--- src/core_params.svh ---
`ifndef CORE_PARAMS_SVH
`define CORE_PARAMS_SVH

// data memory size in 32-bit words
`define RAM_WORDS 4096

// arithmetic series preload at address 0
`define SERIES_COUNT 29
`define SERIES_STEP 32'hdcba1234
// multiplier of the first series word
`define SERIES_FIRST 2

// all-ones block, byte address of the first word
`define FILL_BASE 32'h100
`define FILL_COUNT 30

`endif
--- src/core_pkg.sv ---
package core_pkg;

    // data or address word
    typedef logic [31:0] word_t;

    // register file index, 32 entries
    typedef logic [4:0] reg_idx_t;

    // primary opcode field, instr[31:26]
    typedef logic [5:0] opcode_t;

    // decoded operation
    // anything unknown becomes op_nop and only moves the pc
    typedef enum logic [2:0] {
        op_nop,
        op_addu,
        op_addiu,
        op_lw,
        op_sw,
        op_beq
    } op_kind_t;

    // kinds that end in a register write
    // used by the bypass and by write-back
    function automatic logic writes_reg(input op_kind_t kind);
        logic wr;
        wr = (kind == op_addu) || (kind == op_addiu) || (kind == op_lw);
        return wr;
    endfunction

endpackage

--- src/stage_if.sv ---
`timescale 1ns/1ns

// decoded instruction, decode to execute
interface decode_bus_if;
    logic valid;
    core_pkg::op_kind_t kind;
    // source registers
    core_pkg::reg_idx_t rs;
    core_pkg::reg_idx_t rt;
    // rd for addu, rt for addiu and lw
    core_pkg::reg_idx_t dest;
    // immediate, already sign-extended
    core_pkg::word_t imm;

    modport src (output valid, kind, rs, rt, dest, imm);
    modport dst (input valid, kind, rs, rt, dest, imm);
endinterface


--- src/instr_decode.sv ---
`timescale 1ns/1ns

module instr_decode (
    input logic clk,
    input logic reset,
    input logic instr_valid,
    input core_pkg::word_t instr,
    decode_bus_if.src dec
);

    // mips opcode and funct encodings
    localparam core_pkg::opcode_t OPC_SPECIAL = 6'h00;
    localparam core_pkg::opcode_t OPC_BEQ = 6'h04;
    localparam core_pkg::opcode_t OPC_ADDIU = 6'h09;
    localparam core_pkg::opcode_t OPC_LW = 6'h23;
    localparam core_pkg::opcode_t OPC_SW = 6'h2b;
    localparam logic [5:0] FUNCT_ADDU = 6'h21;

    core_pkg::opcode_t opcode;
    logic [5:0] funct;
    core_pkg::reg_idx_t rs;
    core_pkg::reg_idx_t rt;
    core_pkg::reg_idx_t rd;
    core_pkg::op_kind_t kind;

    // raw fields
    assign opcode = instr[31:26];
    assign rs = instr[25:21];
    assign rt = instr[20:16];
    assign rd = instr[15:11];
    assign funct = instr[5:0];

    always_comb begin
        case (opcode)
            // r-type, only addu is known
            OPC_SPECIAL: kind = (funct == FUNCT_ADDU) ? core_pkg::op_addu : core_pkg::op_nop;
            OPC_ADDIU: kind = core_pkg::op_addiu;
            OPC_LW: kind = core_pkg::op_lw;
            OPC_SW: kind = core_pkg::op_sw;
            OPC_BEQ: kind = core_pkg::op_beq;
            default: kind = core_pkg::op_nop;
        endcase
    end

    always_ff @(posedge clk) begin
        if (reset) begin
            dec.valid <= 1'b0;
        end else begin
            dec.valid <= instr_valid;
        end
    end

    // payload, qualified by valid downstream
    always_ff @(posedge clk) begin
        dec.kind <= kind;
        dec.rs <= rs;
        dec.rt <= rt;
        // r-type writes rd, i-type writes rt
        dec.dest <= (kind == core_pkg::op_addu) ? rd : rt;
        dec.imm <= {{16{instr[15]}}, instr[15:0]};
    end

endmodule

--- src/flat_wrapper.sv ---
// flat-port wrapper written by rule: the top's interface ports become plain ports
module instr_decode_flat 
  (clk, reset, instr_valid, instr, dec_valid, dec_kind, dec_rs, dec_rt, dec_dest, dec_imm);
  decode_bus_if dec_i ();
  input logic clk;
  input logic reset;
  input logic instr_valid;
  input core_pkg::word_t instr;
  output wire logic [$bits(dec_i.valid)-1:0] dec_valid;
  output wire logic [$bits(dec_i.kind)-1:0] dec_kind;
  output wire logic [$bits(dec_i.rs)-1:0] dec_rs;
  output wire logic [$bits(dec_i.rt)-1:0] dec_rt;
  output wire logic [$bits(dec_i.dest)-1:0] dec_dest;
  output wire logic [$bits(dec_i.imm)-1:0] dec_imm;
  assign dec_valid = dec_i.valid;
  assign dec_kind = dec_i.kind;
  assign dec_rs = dec_i.rs;
  assign dec_rt = dec_i.rt;
  assign dec_dest = dec_i.dest;
  assign dec_imm = dec_i.imm;
  instr_decode u_core (.clk(clk), .reset(reset), .instr_valid(instr_valid), .instr(instr), .dec(dec_i));
endmodule
--- config.mk ---
export PLATFORM = sky130hd
export DESIGN_NAME = instr_decode_flat
export DESIGN_NICKNAME = d
export VERILOG_FILES = /design/src/core_params.svh /design/src/core_pkg.sv /design/src/stage_if.sv /design/src/instr_decode.sv /design/src/flat_wrapper.sv
export SDC_FILE = /design/constraint.sdc
export NUM_CORES = 1
export LEC_CHECK = 0
export ABC_AREA = 1
export CORE_MARGIN = 2
export CORE_UTILIZATION = 25
export CTS_BUF_LIST = sky130_fd_sc_hd__clkbuf_8
export DETAILED_ROUTE_END_ITERATION = 16
export DONT_BUFFER_PORTS = 1
export PLACE_DENSITY = 0.48
export SLEW_MARGIN = 20
export SYNTH_ARGS = -nofsm -noshare
export SYNTH_HDL_FRONTEND = slang
export SYNTH_SLANG_ARGS = --single-unit
--- constraint.sdc ---
create_clock -name clk -period 0.8 [get_ports clk]
set_input_delay 0.16 -clock clk [delete_from_list [all_inputs] [get_ports clk]]
set_output_delay 0.16 -clock clk [all_outputs]
set_load 0.03 [all_outputs]
# Word level (Yosys, flattened, before mapping)
# Index checks and enable logic that the tools add are counted.
# op_classes
eq_ne	6
mux	3
reduce_logical	1
# op_table
operator	n
6-bit equality test, second input constant	3
3-bit case mux with 5 select lines	1
6-bit by 3-bit equality test with 1-bit output, second input constant	1
6-bit by 4-bit equality test with 1-bit output, second input constant	1
6-bit logical NOT	1
5-bit two-way mux	1
3-bit by 1-bit equality test with 1-bit output, second input constant	1
1-bit two-way mux	1
# word_totals
reg_bits	35
out_inout_bits	51
inputBits	35

# Depth between registers and ports, before layout
# Gate-level depths: netlist of run 1.
# logic_depth
word_depth	5
mapped_depth	7

# Worst setup path after synthesis of run 1
# OpenSTA, ideal clock, no wires.
# synth_path
kind	register to output
from	reg u_core.dec.imm[15] (netlist name)
to	out dec_imm[16]
stages_incl_launch_ff	2
t_required_ps	640
path_slack_ps	-355
arrival_time_ps	995
cell_sequence	dfxtp_1 -> buf_4
# synth_lines
element	line_no	rtl
end: declaration	flat_wrapper.sv:14	output wire logic [$bits(dec_i.imm)-1:0] dec_imm;
# No word-level cell between the ends.

# Final worst setup path of run 1
# layout_path
from	reg u_core.dec.imm[15] (netlist name)
to	out dec_imm[31]
# No word-level cell between the ends.

==> results of run 1 <==
logic make-up after synthesis:
group	Yosys count	synth area share [%]
flops	35	66.3
buf+inv	24	14.2
simple gates	37	19.5
placed cells by master, fill, tap and decap left out, types with 2 or more instances in the layout:
cell / Yosys / final
buf_4: 16 / 8
bufinv_16: 0 / 2
clkbuf_8: 0 / 5
dfxtp_4: 0 / 35
dlygate4sd3_1: 0 / 28
inv_1: 8 / 8
nand2_1: 15 / 15
nand2_4: 2 / 2
nand3_1: 7 / 7
nand4_1: 3 / 3
nor2_1: 5 / 5
nor2_4: 2 / 2
final timing paths:
path | start | endpoint | slack (ns)
min | instr[11] | u_core.dec.dest[0]$_DFF_P_ | 0.02
max | u_core.dec.imm[15]$_DFF_P_ | dec_imm[31] | -0.37
layout make-up:
type,instances,area (µm²)
fillers,384,2390
multi-input cells,37,206
flip-flops and latches,35,832
clock buffers,5,68.8
well taps,50,62.6
repair buffers,37,368
inverters,8,30.0
clock inverters,3,67.6
power groups by stage:
stage          Sequential [mW]  Clock (mW)  Combinational, mW
3_5_place_dp              2.08           0              0.190
3_3_place_gp              2.08           0              0.187
2_1_floorplan             2.08           0              0.201
5_1_grt                   2.00        1.96              0.328
4_1_cts                   2.00        1.90              0.306
6_report                  1.99        1.84              0.304
registers in the layout, indices dropped and copies added, names as in the netlist:
name,count
u_core.dec.dest,5
u_core.dec.imm,16
u_core.dec.kind,3
u_core.dec.rs,5
u_core.dec.rt,5
u_core.dec.valid,1
routing by layer:
metal | vias up | wire length (µm) | track usage (%)
met5 | - | 0 | 0
met4 | 0 | 84 | 7.41
met3 | 7 | 180 | 3.80
met2 | 39 | 1250 | 18.4
met1 | 307 | 722 | 8.79
li1 | 334 | - | -
metrics by stage:
stage | cell area, µm² | setup TNS [ns]
floorplan | 1060 | -0.104
finish | 1640 | -7.18
global placement | 1080 | -1.39
CTS | 1640 | -8.07
detailed placement | 1080 | -1.43
global route | 1640 | -8.50
repair_timing:
action	4_1_cts	5_1_grt
endpoints found under the hold margin	32	0
hold buffers	28	0
gates resized for setup	69	0
endpoints found under the setup margin	51	51
==> impl_metrics.ini, run 1 <==
[floorplan]
die_width_um = 69.0
die_h_um = 69.0
core-area_um2 = 4030
rows = 23
die_area_um2 = 4770
initial_core_util_pct = 26.2
num_io_pins = 86

[yosys]
syn_avg_cell_area_um2 = 11.0
yosys.area.top_type_share_pct = 66.3
synth_cells = 96
synth_area_leader_cell = dfxtp_1
ys_types = 12
syn_nets = 131
async_reset_ff_share_pct = 0
synth.area.top_cells = dfxtp_1 66%, buf_4 11%, nand2_1 5.3%
yosysMostFrequentCell = dfxtp_1
yosysSeqAreaShare_pct = 66.3
synth-edff-count = 0
ys_ff_latch = 35
synth_ff_type = dfxtp_1
synth_commonest_cells = 35 x dfxtp_1, 16 x buf_4, 15 x nand2_1, 8 x inv_1, 7 x nand3_1
syn_area_um2 = 1060
ys.warnings.count = 0

[clock_tree]
clock-sinks = 35
ctsLongestPathBuffers = 2
cts_setup_buffers = 0
htree_levels = 2
cts_tree = done
clkTransAtPathRegs_ns = 0.07
numCtsBuffers = 5
root_buffer = clkbuf_8

[place]
gp_congestion = 0.632
io_buffer_count = 0
dp_hpwl_um = 1610
dp_cells = 139
post-place-ws_ns = -0.0877

[pwr]
p_int_mw = 3.17
finalPower_mw = 4.14
power_density_nw_per_um2 = 2530
switching_share_pct = 23.5
vdd_drop_max_uv = 586
power_frac_clock_pct = 44.5
pwr-share-comb_pct = 7.4
pwr-share-seq_pct = 48.2
p_leak_nw = 0.722
switchingPower_uw = 973

[setup_path]
worst-setup-path-type = flip-flop to primary output
worst_ep_arrival_time_ns = 1.01
cpPeakStageDelay_ns = 0.37
critical_path.top_delay_family = flip-flops
cp_slowest_cell = dfxtp_4
worstSetupPathDepth = 1
cp.required_ns = 0.64
cp.buffers_inverters = 1
critPathMaxFanout = 13
crit_path_end_kind = primary output
crit_chain = buf_16
worst_setup_path_start_kind = flip-flop

[sta]
relSlewSlack_pct = 77.9
fmax_ghz = 0.855
setup_viol = 51
drv_slew = 0
worst_pin_slew_ns = 0.334
layout_min_cycle_time_ns = 1.17
whs_ns = 0.0162
finalWorstSetupSlack_ns = -0.370
period_share_pct = 146
final_hold_viol_count = 0
rsz0062_at_grt = true

[routing]
drtPass1Iterations = 3
drtIter0Drc = 14
routed_wirelength_um = 2240
postRouteAntennaNets = 0
vias_per_cell = 3.93
via_count = 687
wl_per_cell_um = 12.8
drc = 0

[final_layout]
utilization_pct = 40.6
final_nets = 159
drive_gt1_share_pct = 47.2
n_antenna_cell = 0
final_cells = 175
syn_to_final_growth_pct = 54.7

[global_route]
overflow = 0
grt.total_usage_pct = 10.1
grt_max_degree = 14
grt_first_pass_wirelength_um = 3590
antenna_found_initial = 0
grt_pass1_vias = 732

[worst_hold_path]
hold_class = primary input to flip-flop
holdPathStages = 2

[run_status]
violations = setup timing
run_status = finished, violations left

[job]
drv_cap = 0
Power figures use the tool's default switching activity.
==> run 2, diff against run 1 <==
--- a/config.mk
+++ b/config.mk
@@ -7,11 +7,11 @@
 export LEC_CHECK = 0
 export ABC_AREA = 1
 export CORE_MARGIN = 2
-export CORE_UTILIZATION = 25
+export CORE_UTILIZATION = 53
 export CTS_BUF_LIST = sky130_fd_sc_hd__clkbuf_8
 export DETAILED_ROUTE_END_ITERATION = 16
 export DONT_BUFFER_PORTS = 1
-export PLACE_DENSITY = 0.48
+export PLACE_DENSITY = 0.76
 export SLEW_MARGIN = 20
 export SYNTH_ARGS = -nofsm -noshare
 export SYNTH_HDL_FRONTEND = slang
==> constraint.sdc (replaced) <==
create_clock -name clk -period 1.25 [get_ports clk]
set_input_delay 0.25 -clock clk [delete_from_list [all_inputs] [get_ports clk]]
set_output_delay 0.25 -clock clk [all_outputs]
set_load 0.03 [all_outputs]
==> run 2 against run 1 <==
  * The run still ends with setup timing left
  * Die area down 50%
  * First-iteration DRC count down 50%
  * Via count down 3.5%
  * Combinational power down 41%
  * Critical endpoint is now dec_imm[22]
  * Highest routed layer unchanged
==> impl_metrics.ini, run 2 (same netlist as run 1, synthesis figures left out) <==
[pwr]
power_frac_clock_pct = 44.2
vdd_drop_max_uv = 1310
switching_share_pct = 23.1
p_int_mw = 2.04
p_leak_nw = 0.658
pwr-share-seq_pct = 49.1
power_density_nw_per_um2 = 1900
switchingPower_uw = 615
pwr-share-comb_pct = 6.7

[floorplan]
rows = 16
core-area_um2 = 1920
die_width_um = 48.7
initial_core_util_pct = 55.0
die_area_um2 = 2370
die_h_um = 48.7
num_io_pins = 86

[run_status]
run_status = finished, violations left
violations = setup timing

[final_layout]
utilization_pct = 72.8
layout_commonest_cell = dfxtp_1
drive_gt1_share_pct = 14.8
seq_area_um2 = 704
n_antenna_cell = 0
top_register = u_core.dec.imm
largest_register_ffs = 16
layout_common_cells = 34 x dfxtp_1, 26 x dlygate4sd3_1, 15 x nand2_1
final_cell_area_um2 = 1400
final_nets = 149
syn_to_final_growth_pct = 32.3
fillCellCount = 148
multi_input_area_um2 = 206

[sta]
setup_viol = 17
drv_slew = 0
period_share_pct = 107
finalWorstSetupSlack_ns = -0.0918
layout_min_cycle_time_ns = 1.34
final_hold_viol_count = 0
worst_pin_slew_ns = 0.321
relSlewSlack_pct = 78.6
rsz0062_at_grt = true
fmax_ghz = 0.745
fin_tns_setup_ns = -1.52

[place]
dpl_cell_area_um2 = 995
io_buffer_count = 0
gp_congestion = 0.630

[routing]
drtPass1Iterations = 4
postRouteAntennaNets = 0
drtIter0Drc = 7
vias_per_cell = 4.67
wl_per_cell_um = 14.0
routed_wirelength_um = 1990
via_count = 663
drc = 0

[setup_path]
cp_slowest_cell = buf_16
critical_path.top_delay_family = buffers and inverters
worst_ep_arrival_time_ns = 1.09
worst-setup-path-type = flip-flop to primary output
cpPeakStageDelay_ns = 0.44
crit_chain = buf_16
worst_setup_path_start_kind = flip-flop
cp.buffers_inverters = 1
cp.required_ns = 1.00
crit_path_end_kind = primary output
critPathMaxFanout = 17

[job]
drv_cap = 0

[global_route]
overflow = 0
grt_first_pass_wirelength_um = 3200
grt.total_usage_pct = 18.8
grt_pass1_vias = 677
grt_max_degree = 18
antenna_found_initial = 0

[clock_tree]
clkTransAtPathRegs_ns = 0.07
cts_tree = done
htree_levels = 2
root_buffer = clkbuf_8
clock-sinks = 35
cts_setup_buffers = 0
ctsLongestPathBuffers = 2
numCtsBuffers = 5

[worst_hold_path]
hold_class = primary input to flip-flop
[run 2: path summary, 6_finish.rpt]
check / startpoint / to / slack, ns / depth (start not counted)
setup / recovery: u_core.dec.imm[15]$_DFF_P_ / dec_imm[22] / -0.09 / 1
hold / removal: reset / u_core.dec.valid$_SDFF_PP0_ / 0.03 / 1
[run 2: repair_timing]
action	in CTS	in global routing
resized for setup	1	0
hold endpoints to repair	26	0
hold buffers	26	0
setup endpoints to repair	17	17
[run 2: stage by stage]
step	hold WS (ns)	worst slack (ns)	std cells	total power [mW]
3_3_place_gp	0.278	0.190	108	1.44
4_1_cts	0.0245	-0.102	142	2.68
2_1_floorplan	0.278	0.00494	96	1.46
3_5_place_dp	0.278	0.186	108	1.44
6_report	0.0325	-0.0918	142	2.66
5_1_grt	0.0258	-0.126	142	2.74
[run 2: per-layer routing]
| metal | wire (µm) | track usage, % |
|---|---|---|
| met4 | 57 | 11.4 |
| met1 | 644 | 17.0 |
| met3 | 135 | 7.41 |
| met2 | 1150 | 34.5 |
| met5 | 0 | 0 |
[run 2: cell type report]
class / count / share of cell area (%)
timing repair buffer: 27 / 20.6
multi-input combinational: 37 / 14.8
sequential: 35 / 50.4
tap: 27 / 2.42
inverter: 8 / 2.15
clock inverter: 3 / 4.83
clock buffer: 5 / 4.92
[run 2: power groups by stage]
stage	Clock, mW	Sequential, mW	Combinational, mW
2_1_floorplan	0	1.33	0.128
4_1_cts	1.20	1.31	0.178
3_3_place_gp	0	1.33	0.110
5_1_grt	1.24	1.31	0.193
3_5_place_dp	0	1.33	0.112
6_report	1.17	1.31	0.178
