<file path="config.mk">
export PLATFORM = sky130hd
export DESIGN_NAME = execute_unit_flat
export DESIGN_NICKNAME = d
export VERILOG_FILES = /design/src/core_params.svh /design/src/core_pkg.sv /design/src/stage_if.sv /design/src/execute_unit.sv /design/src/flat_wrapper.sv
export SDC_FILE = /design/constraint.sdc
export NUM_CORES = 1
export LEC_CHECK = 0
export BUFFER_PORTS_ARGS = -buffer_cell sky130_fd_sc_hd__buf_2
export CORE_MARGIN = 5
export CORE_UTILIZATION = 53
export CTS_CLUSTER_SIZE = 8
export DETAILED_ROUTE_END_ITERATION = 8
export PLACE_DENSITY = 0.82
export REMOVE_ABC_BUFFERS = 1
export SKIP_CTS_REPAIR_TIMING = 1
export SLEW_MARGIN = 5
export SYNTH_ARGS = -nofsm -noshare
export SYNTH_HDL_FRONTEND = slang
export SYNTH_SLANG_ARGS = --single-unit
</file>
<file path="constraint.sdc">
create_clock -name clk -period 6.3 [get_ports clk]
set_clock_uncertainty 0.2 [all_clocks]
set_input_delay 1.26 -clock clk [delete_from_list [all_inputs] [get_ports clk]]
set_output_delay 1.26 -clock clk [all_outputs]
set_load 0.01 [all_outputs]
</file>
<file path="src/core_params.svh">
`ifndef CORE_PARAMS_SVH
`define CORE_PARAMS_SVH

// data memory size in 32-bit words
`define RAM_WORDS 4096

// arithmetic series preload at address 0
`define SERIES_COUNT 29
`define SERIES_STEP 32'hdcba1234
// multiplier of the first series word
`define SERIES_FIRST 2

// all-ones block, byte address of the first word
`define FILL_BASE 32'h100
`define FILL_COUNT 30

`endif
</file>
<file path="src/core_pkg.sv">
package core_pkg;

    // data or address word
    typedef logic [31:0] word_t;

    // register file index, 32 entries
    typedef logic [4:0] reg_idx_t;

    // primary opcode field, instr[31:26]
    typedef logic [5:0] opcode_t;

    // decoded operation
    // anything unknown becomes op_nop and only moves the pc
    typedef enum logic [2:0] {
        op_nop,
        op_addu,
        op_addiu,
        op_lw,
        op_sw,
        op_beq
    } op_kind_t;

    // kinds that end in a register write
    // used by the bypass and by write-back
    function automatic logic writes_reg(input op_kind_t kind);
        logic wr;
        wr = (kind == op_addu) || (kind == op_addiu) || (kind == op_lw);
        return wr;
    endfunction

endpackage

</file>
<file path="src/stage_if.sv">
`timescale 1ns/1ns

// decoded instruction, decode to execute
interface decode_bus_if;
    logic valid;
    core_pkg::op_kind_t kind;
    // source registers
    core_pkg::reg_idx_t rs;
    core_pkg::reg_idx_t rt;
    // rd for addu, rt for addiu and lw
    core_pkg::reg_idx_t dest;
    // immediate, already sign-extended
    core_pkg::word_t imm;

    modport src (output valid, kind, rs, rt, dest, imm);
    modport dst (input valid, kind, rs, rt, dest, imm);
endinterface

// execute to result stage, plus the register file read port back
interface exec_bus_if;
    logic valid;
    core_pkg::op_kind_t kind;
    core_pkg::reg_idx_t dest;
    // alu sum, or effective address for lw and sw
    core_pkg::word_t value;
    core_pkg::word_t store_data;

    // read port, indices from execute and data from the register file
    core_pkg::reg_idx_t rd_idx_a;
    core_pkg::reg_idx_t rd_idx_b;
    core_pkg::word_t rd_data_a;
    core_pkg::word_t rd_data_b;
    // data the result stage writes at the next edge
    core_pkg::word_t fwd_data;

    modport exec (output valid, kind, dest, value, store_data, rd_idx_a, rd_idx_b,
                  input rd_data_a, rd_data_b, fwd_data);
    modport res (input valid, kind, dest, value, store_data, rd_idx_a, rd_idx_b,
                 output rd_data_a, rd_data_b, fwd_data);
endinterface

</file>
<file path="src/execute_unit.sv">
`timescale 1ns/1ns

module execute_unit (
    input logic clk,
    input logic reset,
    decode_bus_if.dst dec,
    exec_bus_if.exec ex,
    output logic branch_taken,
    output core_pkg::word_t branch_target,
    output core_pkg::word_t pc
);

    logic fwd_hit;
    logic take;
    core_pkg::word_t op_a;
    core_pkg::word_t op_b;
    core_pkg::word_t alu_b;
    core_pkg::word_t sum;
    core_pkg::word_t pc_plus4;
    core_pkg::word_t target;

    // register file read straight from the decoded sources
    assign ex.rd_idx_a = dec.rs;
    assign ex.rd_idx_b = dec.rt;

    // item in the result stage writes at the coming edge
    // r0 never forwards, it stays zero
    assign fwd_hit = ex.valid && core_pkg::writes_reg(ex.kind) && (ex.dest != '0);
    assign op_a = (fwd_hit && (ex.dest == dec.rs)) ? ex.fwd_data : ex.rd_data_a;
    assign op_b = (fwd_hit && (ex.dest == dec.rt)) ? ex.fwd_data : ex.rd_data_b;

    // addu uses rt, the rest add the immediate
    assign alu_b = (dec.kind == core_pkg::op_addu) ? op_b : dec.imm;
    assign sum = op_a + alu_b;

    // pc holds the address of the instruction in this stage
    assign pc_plus4 = pc + 32'd4;
    assign target = pc_plus4 + {dec.imm[29:0], 2'b00};
    assign take = dec.valid && (dec.kind == core_pkg::op_beq) && (op_a == op_b);

    always_ff @(posedge clk) begin
        if (reset) begin
            ex.valid <= 1'b0;
            branch_taken <= 1'b0;
            pc <= '0;
        end else begin
            ex.valid <= dec.valid;
            // single-cycle pulse
            branch_taken <= take;
            if (dec.valid) begin
                pc <= take ? target : pc_plus4;
            end
        end
    end

    always_ff @(posedge clk) begin
        ex.kind <= dec.kind;
        ex.dest <= dec.dest;
        ex.value <= sum;
        // sw data may come from the bypass too
        ex.store_data <= op_b;
        branch_target <= target;
    end

endmodule

</file>
<file path="src/flat_wrapper.sv">
// flat-port wrapper written by rule: the top's interface ports become plain ports
module execute_unit_flat 
  (clk, reset, branch_taken, branch_target, pc, dec_valid, dec_kind, dec_rs, dec_rt, dec_dest, dec_imm, ex_valid, ex_kind, ex_dest, ex_value, ex_store_data, ex_rd_idx_a, ex_rd_idx_b, ex_rd_data_a, ex_rd_data_b, ex_fwd_data);
  decode_bus_if dec_i ();
  exec_bus_if ex_i ();
  input logic clk;
  input logic reset;
  output logic branch_taken;
  output core_pkg::word_t branch_target;
  output core_pkg::word_t pc;
  input wire logic [$bits(dec_i.valid)-1:0] dec_valid;
  input wire logic [$bits(dec_i.kind)-1:0] dec_kind;
  input wire logic [$bits(dec_i.rs)-1:0] dec_rs;
  input wire logic [$bits(dec_i.rt)-1:0] dec_rt;
  input wire logic [$bits(dec_i.dest)-1:0] dec_dest;
  input wire logic [$bits(dec_i.imm)-1:0] dec_imm;
  output wire logic [$bits(ex_i.valid)-1:0] ex_valid;
  output wire logic [$bits(ex_i.kind)-1:0] ex_kind;
  output wire logic [$bits(ex_i.dest)-1:0] ex_dest;
  output wire logic [$bits(ex_i.value)-1:0] ex_value;
  output wire logic [$bits(ex_i.store_data)-1:0] ex_store_data;
  output wire logic [$bits(ex_i.rd_idx_a)-1:0] ex_rd_idx_a;
  output wire logic [$bits(ex_i.rd_idx_b)-1:0] ex_rd_idx_b;
  input wire logic [$bits(ex_i.rd_data_a)-1:0] ex_rd_data_a;
  input wire logic [$bits(ex_i.rd_data_b)-1:0] ex_rd_data_b;
  input wire logic [$bits(ex_i.fwd_data)-1:0] ex_fwd_data;
  assign dec_i.valid = dec_valid;
  assign dec_i.kind = dec_kind;
  assign dec_i.rs = dec_rs;
  assign dec_i.rt = dec_rt;
  assign dec_i.dest = dec_dest;
  assign dec_i.imm = dec_imm;
  assign ex_valid = ex_i.valid;
  assign ex_kind = ex_i.kind;
  assign ex_dest = ex_i.dest;
  assign ex_value = ex_i.value;
  assign ex_store_data = ex_i.store_data;
  assign ex_rd_idx_a = ex_i.rd_idx_a;
  assign ex_rd_idx_b = ex_i.rd_idx_b;
  assign ex_i.rd_data_a = ex_rd_data_a;
  assign ex_i.rd_data_b = ex_rd_data_b;
  assign ex_i.fwd_data = ex_fwd_data;
  execute_unit u_core (.clk(clk), .reset(reset), .dec(dec_i), .ex(ex_i), .branch_taken(branch_taken), .branch_target(branch_target), .pc(pc));
endmodule
</file>
======== After elaboration in Yosys (flattened, before gate mapping) ========
Index checks and enable logic that the tools add are counted.
word-level totals
  input bits .............................. 149
  output and inout port bits .............. 148
  flip-flop bits (word level) ............. 138
  word-level logic and storage cells ...... 32
  bits in latches ......................... 0
  memory bits (writable) .................. 0
  memory bits (read-only) ................. 0
  memories ................................ 0
cells by class
  equal/unequal tests ..................... 8
  bitwise logic cells ..................... 0
  multiplexer cells ....................... 4
  $lt $le $gt $ge ......................... 0
  multiply operators ...................... 0
  reduce and logical (&&, ||, !) cells .... 9
  divide/modulo/power cells ............... 0
  shifts and indexed selects .............. 0
  add/sub/neg operators ................... 3
operator list
  cell                   count
  $mux 32                4
  $add 32x32->32         2
  $add 32x3->32 const B  1
  $eq 32x32->1           1
  $eq 5x5->1             2
  $eq 3x1->1 const B     2
  $eq 3x2->1 const B     2
  $logic_and 1x1->1      6
  $reduce_bool 5->1      1
  $eq 3x3->1 const B     1
  $logic_or 1x1->1       2

======== Depth between registers and ports, before layout ========
  word-level depth ........................ 10
  depth in mapped cells ................... 19
  gate-level depth less buffers ........... 18

======== Worst setup path after synthesis ========
OpenSTA, ideal clock, no wires.
  path kind ............................... input to register
  start ................................... input port dec_rs[4]
  end ..................................... register u_core.ex.value[30]
  cell stages on the path ................. 16
  setup time .............................. 120 ps
  data required time ...................... 5980 ps
  arrival ................................. 5062 ps
  slack ................................... 918 ps
  path buffers ............................ 1
  cell sequence ........................... xnor2_1 -> nor3b_2 -> nand3_4 -> buf_4 -> mux2_2 -> fa_1 -> a211o_1 -> o211ai_1 -> a21oi_1 -> o31a_1 -> o21a_1 -> o31a_1 -> o41a_1 -> a31oi_1 -> nor3b_1 -> a211o_1
on the way
  word-level cells in the longest chain between the ends .. 4
ends and longest elaborated chain
  element                 RTL line            text
  start: declaration      flat_wrapper.sv:13  input wire logic [$bits(dec_i.rs)-1:0] dec_rs;
  $eq 5x5->1              execute_unit.sv:29  assign op_a = (fwd_hit && (ex.dest == dec.rs)) ? ex.fwd_data : ex.rd_data_a;
  $logic_and 1x1->1       execute_unit.sv:29
  $mux 32                 execute_unit.sv:29
  $add 32x32->32          execute_unit.sv:34  assign sum = op_a + alu_b;
  via u_core.sum[30]      execute_unit.sv:18  core_pkg::word_t sum;
  end signal: assignment  execute_unit.sv:59  ex.value <= sum;
  end: declaration        stage_if.sv:36      modport exec (output valid, kind, dest, value, store_data, rd_idx_a, rd_idx_b,
The timed path passes the listed nets, and every way through them passes these cells.
A chain may end at the register's enable or synchronous reset.

======== Worst setup path in the final report ========
  start ................................... input port dec_rt[2]
  end ..................................... register u_core.ex.value[30]
on the way
  word-level cells in the longest chain between the ends .. 5
ends and longest elaborated chain
  element             RTL line            text
  start: declaration  flat_wrapper.sv:14  input wire logic [$bits(dec_i.rt)-1:0] dec_rt;
  $eq 5x5->1          execute_unit.sv:30  assign op_b = (fwd_hit && (ex.dest == dec.rt)) ? ex.fwd_data : ex.rd_data_b;
  $logic_and 1x1->1   execute_unit.sv:30
  $mux 32             execute_unit.sv:30
  $mux 32             execute_unit.sv:33  assign alu_b = (dec.kind == core_pkg::op_addu) ? op_b : dec.imm;
  $add 32x32->32      execute_unit.sv:34
  via u_core.sum[30]  execute_unit.sv:18
The timed path passes the listed nets, and every way through them passes these cells.

==> out/results.md <==
| Group | Item | Value |
|:---|:---|:---|
| status | Status | completed |
| drt | Routed wire length | 33.37 mm |
| floorplan | FP Rows | 49 |
| setup path | Reg2reg start | u_core.ex.dest[0] |
| yosys | Number of warning messages in the yosys log | 0 |
| floorplan | Std-Cell Core Area | 17840 sq um |
| yosys | Top-area cell type share of the netlist area | 0.2820 |
| layout | Filler cells | 1534 |
| setup path | Required time of the worst setup path | 6.42 ns |
| setup path | Sort of element at the end of the critical path | flop |
| global routing | Total routing usage reported by global routing | 0.3068 |
| layout | Nets | 1613 |
| drt | Vias per Instance | 5.970 |
| yosys | Average instance area after synthesis | 8.448 sq um |
| sta | Count of pins over their slew limit | 0 |
| layout | Register cell area after layout | 2683 sq um |
| yosys | Number of flops mapped to enable cells by yosys | 0 |
| job | Maximum Capacitance Violations | 0 |
| yosys | Commonest cells in the netlist | 134 x dfxtp_1, 96 x nand2_1, 93 x nor2_1 |
| sta | Post-route fraction of the period consumed by the critical path | 0.8625 |
| place | Post-detail-place hpwl | 26.34 mm |
| global routing | Via count of the first global-routing pass | 9265 |
| yosys | Post-synthesis sequential area ratio | 0.2820 |
| clock tree | CTS clk-pin slew, worst paths | 0.06 ns |
| yosys | Post-synthesis async set-or-reset flop share | 0 |
| sta | Setup violators final | 0 |
| clock tree | Maximum buffer depth of the clock tree | 2 |
| layout | Footprint of the multi-input gates | 6312 sq um |
| sta | Hold Fails Final Rpt | 0 |
| yosys | Post-Synthesis Cell Area | 9513 sq um |
| global routing | Wire length of the first global-routing pass | 49.59 mm |
| setup path | Worst-path cell chain | buf_2, xnor2_1, and4_1, nand3_2, buf_4, mux2i_1, a21oi_1, ha_1, a211o_1, o211ai_1, a21oi_1, o31a_1, o21a_1, o31a_1, o41a_1, a31oi_1, nor3b_1, a211o_1 |
| drt | Iteration-0 DRC count of the detailed router | 746 |
| floorplan | Die boundary width | 144.0 microns |
| setup path | Crit-path max FO | 10 |
| sta | Clock period minus final worst setup slack | 5.434 ns |
| yosys | Synth top area cells | dfxtp_1 28%, ha_1 8.0%, xnor2_1 5.5% |
| power | Leakage | 5.604 nW |
| setup path | Launching instance or port of the critical path | dec_rt[2] |
| yosys | Synthesized instance count | 1126 |
| drt | Detailed-route DRC error count | 0 |
| power | Maximum VDD drop | 0.2130 mV |
| floorplan | Die Outline Area | 20730 sq um |
| floorplan | Starting utilization of the core area | 0.5332 |
| drt | Number of search-and-repair iterations in the first detailed-routing pass | 8 |
| yosys | Library cell occupying the most area in the post-synthesis netlist | dfxtp_1 |
| drt | Total number of vias | 9815 |
| floorplan | I/O Pins | 297 |
| layout | Cell area after layout | 11670 sq um |
| global routing | Antenna violations before repair | 3 |
| sta | Setup repair after global routing missed its margin | false |
| clock tree | Root cell of the clock tree | clkbuf_16 |
| yosys | Number of register bits inferred by synthesis | 134 |
| sta | Slew of the pin with the lowest slew margin | 0.7295 ns |
| clock tree | # H-tree levels | 4 |
| clock tree | Skew-Pair Late Insertion Delay | 0.42 ns |
| yosys | Flip-flop cell with the highest count after synthesis | dfxtp_1 |
| global routing | Pin count of the biggest net entering global routing | 42 |
| setup path | Critical path's slowest cell | and4_1 |
| hold path | Source of the worst hold timing path | u_core.pc[3] |
| floorplan | Die extent in y | 144.0 microns |
| sta | Highest attainable clock frequency | 0.1840 GHz |
| setup path | CP Class | in2reg |
| setup path | Arrival time of data at the critical path endpoint | 5.55 ns |
| place | Area post-placement | 11110 sq um |
| yosys | Most common cell in the synthesized netlist | dfxtp_1 |
| place | Number of buffer cells added on primary ports | 292 |
| place | Final weighted congestion in routability-driven placement | 0.9545 |
| power | Power density over the cells | 230.1 nW/um^2 |
| sta | Headroom to the max-slew limit | 0.5073 |
| clock tree | Clock tree from TritonCTS | built |
| layout | Layout cell share with drive strength beyond 1 | 0.2758 |
| clock tree | Sink Count | 134 |
| global routing | Remaining global-route overflow | 0 |
| layout | Area overhead of the layout relative to synthesis | 22.64% |
| hold path | Worst hold-check path type | reg2reg |
| setup path | Crit path max-delay family | compound AO/OA/AOI/OAI gates |
| drt | Final routed wire length divided by cell count | 20.30 microns |
| clock tree | Number of buffers created by CTS | 17 |
| sta | Sum of negative setup slack | 0 ns |
| setup path | Critical path's largest stage delay | 0.44 ns |
| setup path | Buf+Inv Stages, Crit Path | 2 |
| drt | Antenna Violating Nets Remaining | 0 |
| yosys | Count of different cell masters after synthesis | 80 |
| setup path | Startpoint kind of the worst setup timing path | input port |
registers in the layout, summed over array words and instances, names as in the netlist:
| name | flops |
|---|---|
| u_core.pc | 30 |
| u_core.ex.value | 32 |
| u_core.branch_target | 30 |
| u_core.ex.kind | 3 |
| u_core.branch_taken | 1 |
| u_core.ex.store_data | 32 |
| u_core.ex.valid | 1 |
| u_core.ex.dest | 5 |
per-layer routing:
metal | up-vias | GRT usage | wire length (microns)
met4 | 4 | 0.1016 | 1083
met5 | - | 0 | 21
met2 | 532 | 0.5299 | 16030
met1 | 4520 | 0.3865 | 13140
li1 | 4686 | - | -
met3 | 73 | 0.05622 | 3087
report_power, final:
part,switching [W],internal [W],total [W]
sequential,0.0000387,0.000948,0.000987
combinational,0.000426,0.000298,0.000724
clock,0.000426,0.000547,0.000973
total,0.000890,0.00179,0.00268
kinds of logic after synthesis:
logic type | synth area share
buf+inv | 0.05616
mux | 0.06747
flops | 0.2820
simple gates | 0.2110
xor+xnor | 0.1011
compound gates | 0.1974
other cells | 0.0003942
fa+ha+maj | 0.08444
area by class of cell:
type	count	area share
multi-input combinational	883	0.5411
inverter	52	0.01673
tap	229	0.02456
timing repair buffer	313	0.1399
clock buffer	18	0.03679
antenna	1	0.0002145
sequential	134	0.2299
clock inverter	14	0.01083
tightest hold or removal path: cells and delay by family (launching register included):
family             cells  cell delay, ns
AOI/OAI and AO/OA      1            0.05
DFF                    1            0.33
and+or+nand+nor        1            0.09
stage by stage:
stage	instances	hold WS, ns	setup WS [ns]	total power, W	utilization
after global placement	1611	0.3022	0.6062	0.001700	0.6226
after global routing	1644	0.3593	0.5629	0.002800	0.6539
final	1644	0.3220	0.8665	0.002684	0.6539
after detailed placement	1611	0.3097	0.5053	0.001713	0.6226
after floorplan	1069	0.3217	-1.910	0.001414	-
after CTS	1643	0.3178	0.9251	0.002683	0.6538
layout by cell type, fill, tap and decap left out, types with 6 or more instances in the layout:
master,count
nand3_1,29
o31a_1,12
inv_1,51
o21bai_1,10
buf_2,292
o2111ai_1,6
and3_1,26
a21oi_1,72
nor4_1,8
nand4b_1,7
and4_1,17
buf_4,20
clkbuf_16,17
mux2i_1,29
nand2b_1,6
o21ai_0,28
a311oi_1,6
nand4_1,33
o21a_1,13
nor2_1,93
nor2b_1,9
o211ai_1,10
mux2_2,18
nor3_1,15
nor3b_1,7
a21o_1,23
a31oi_1,17
nor4b_1,7
o221ai_1,7
a211oi_1,21
nand2_1,96
mux2i_4,6
xnor2_1,60
ha_1,61
xor2_1,48
o31ai_1,9
dfxtp_1,134
path summary, 6_finish.rpt:
check | to | slack, ns | depth (start not counted)
worst max-delay path | u_core.ex.value[30] | 0.87 | 18
worst min-delay path | u_core.pc[3] | 0.32 | 2
worst min register to register | u_core.pc[3] | 0.32 | 2
worst max register to register | u_core.ex.value[30] | 1.24 | 17
(Power assumes the default switching activity.)
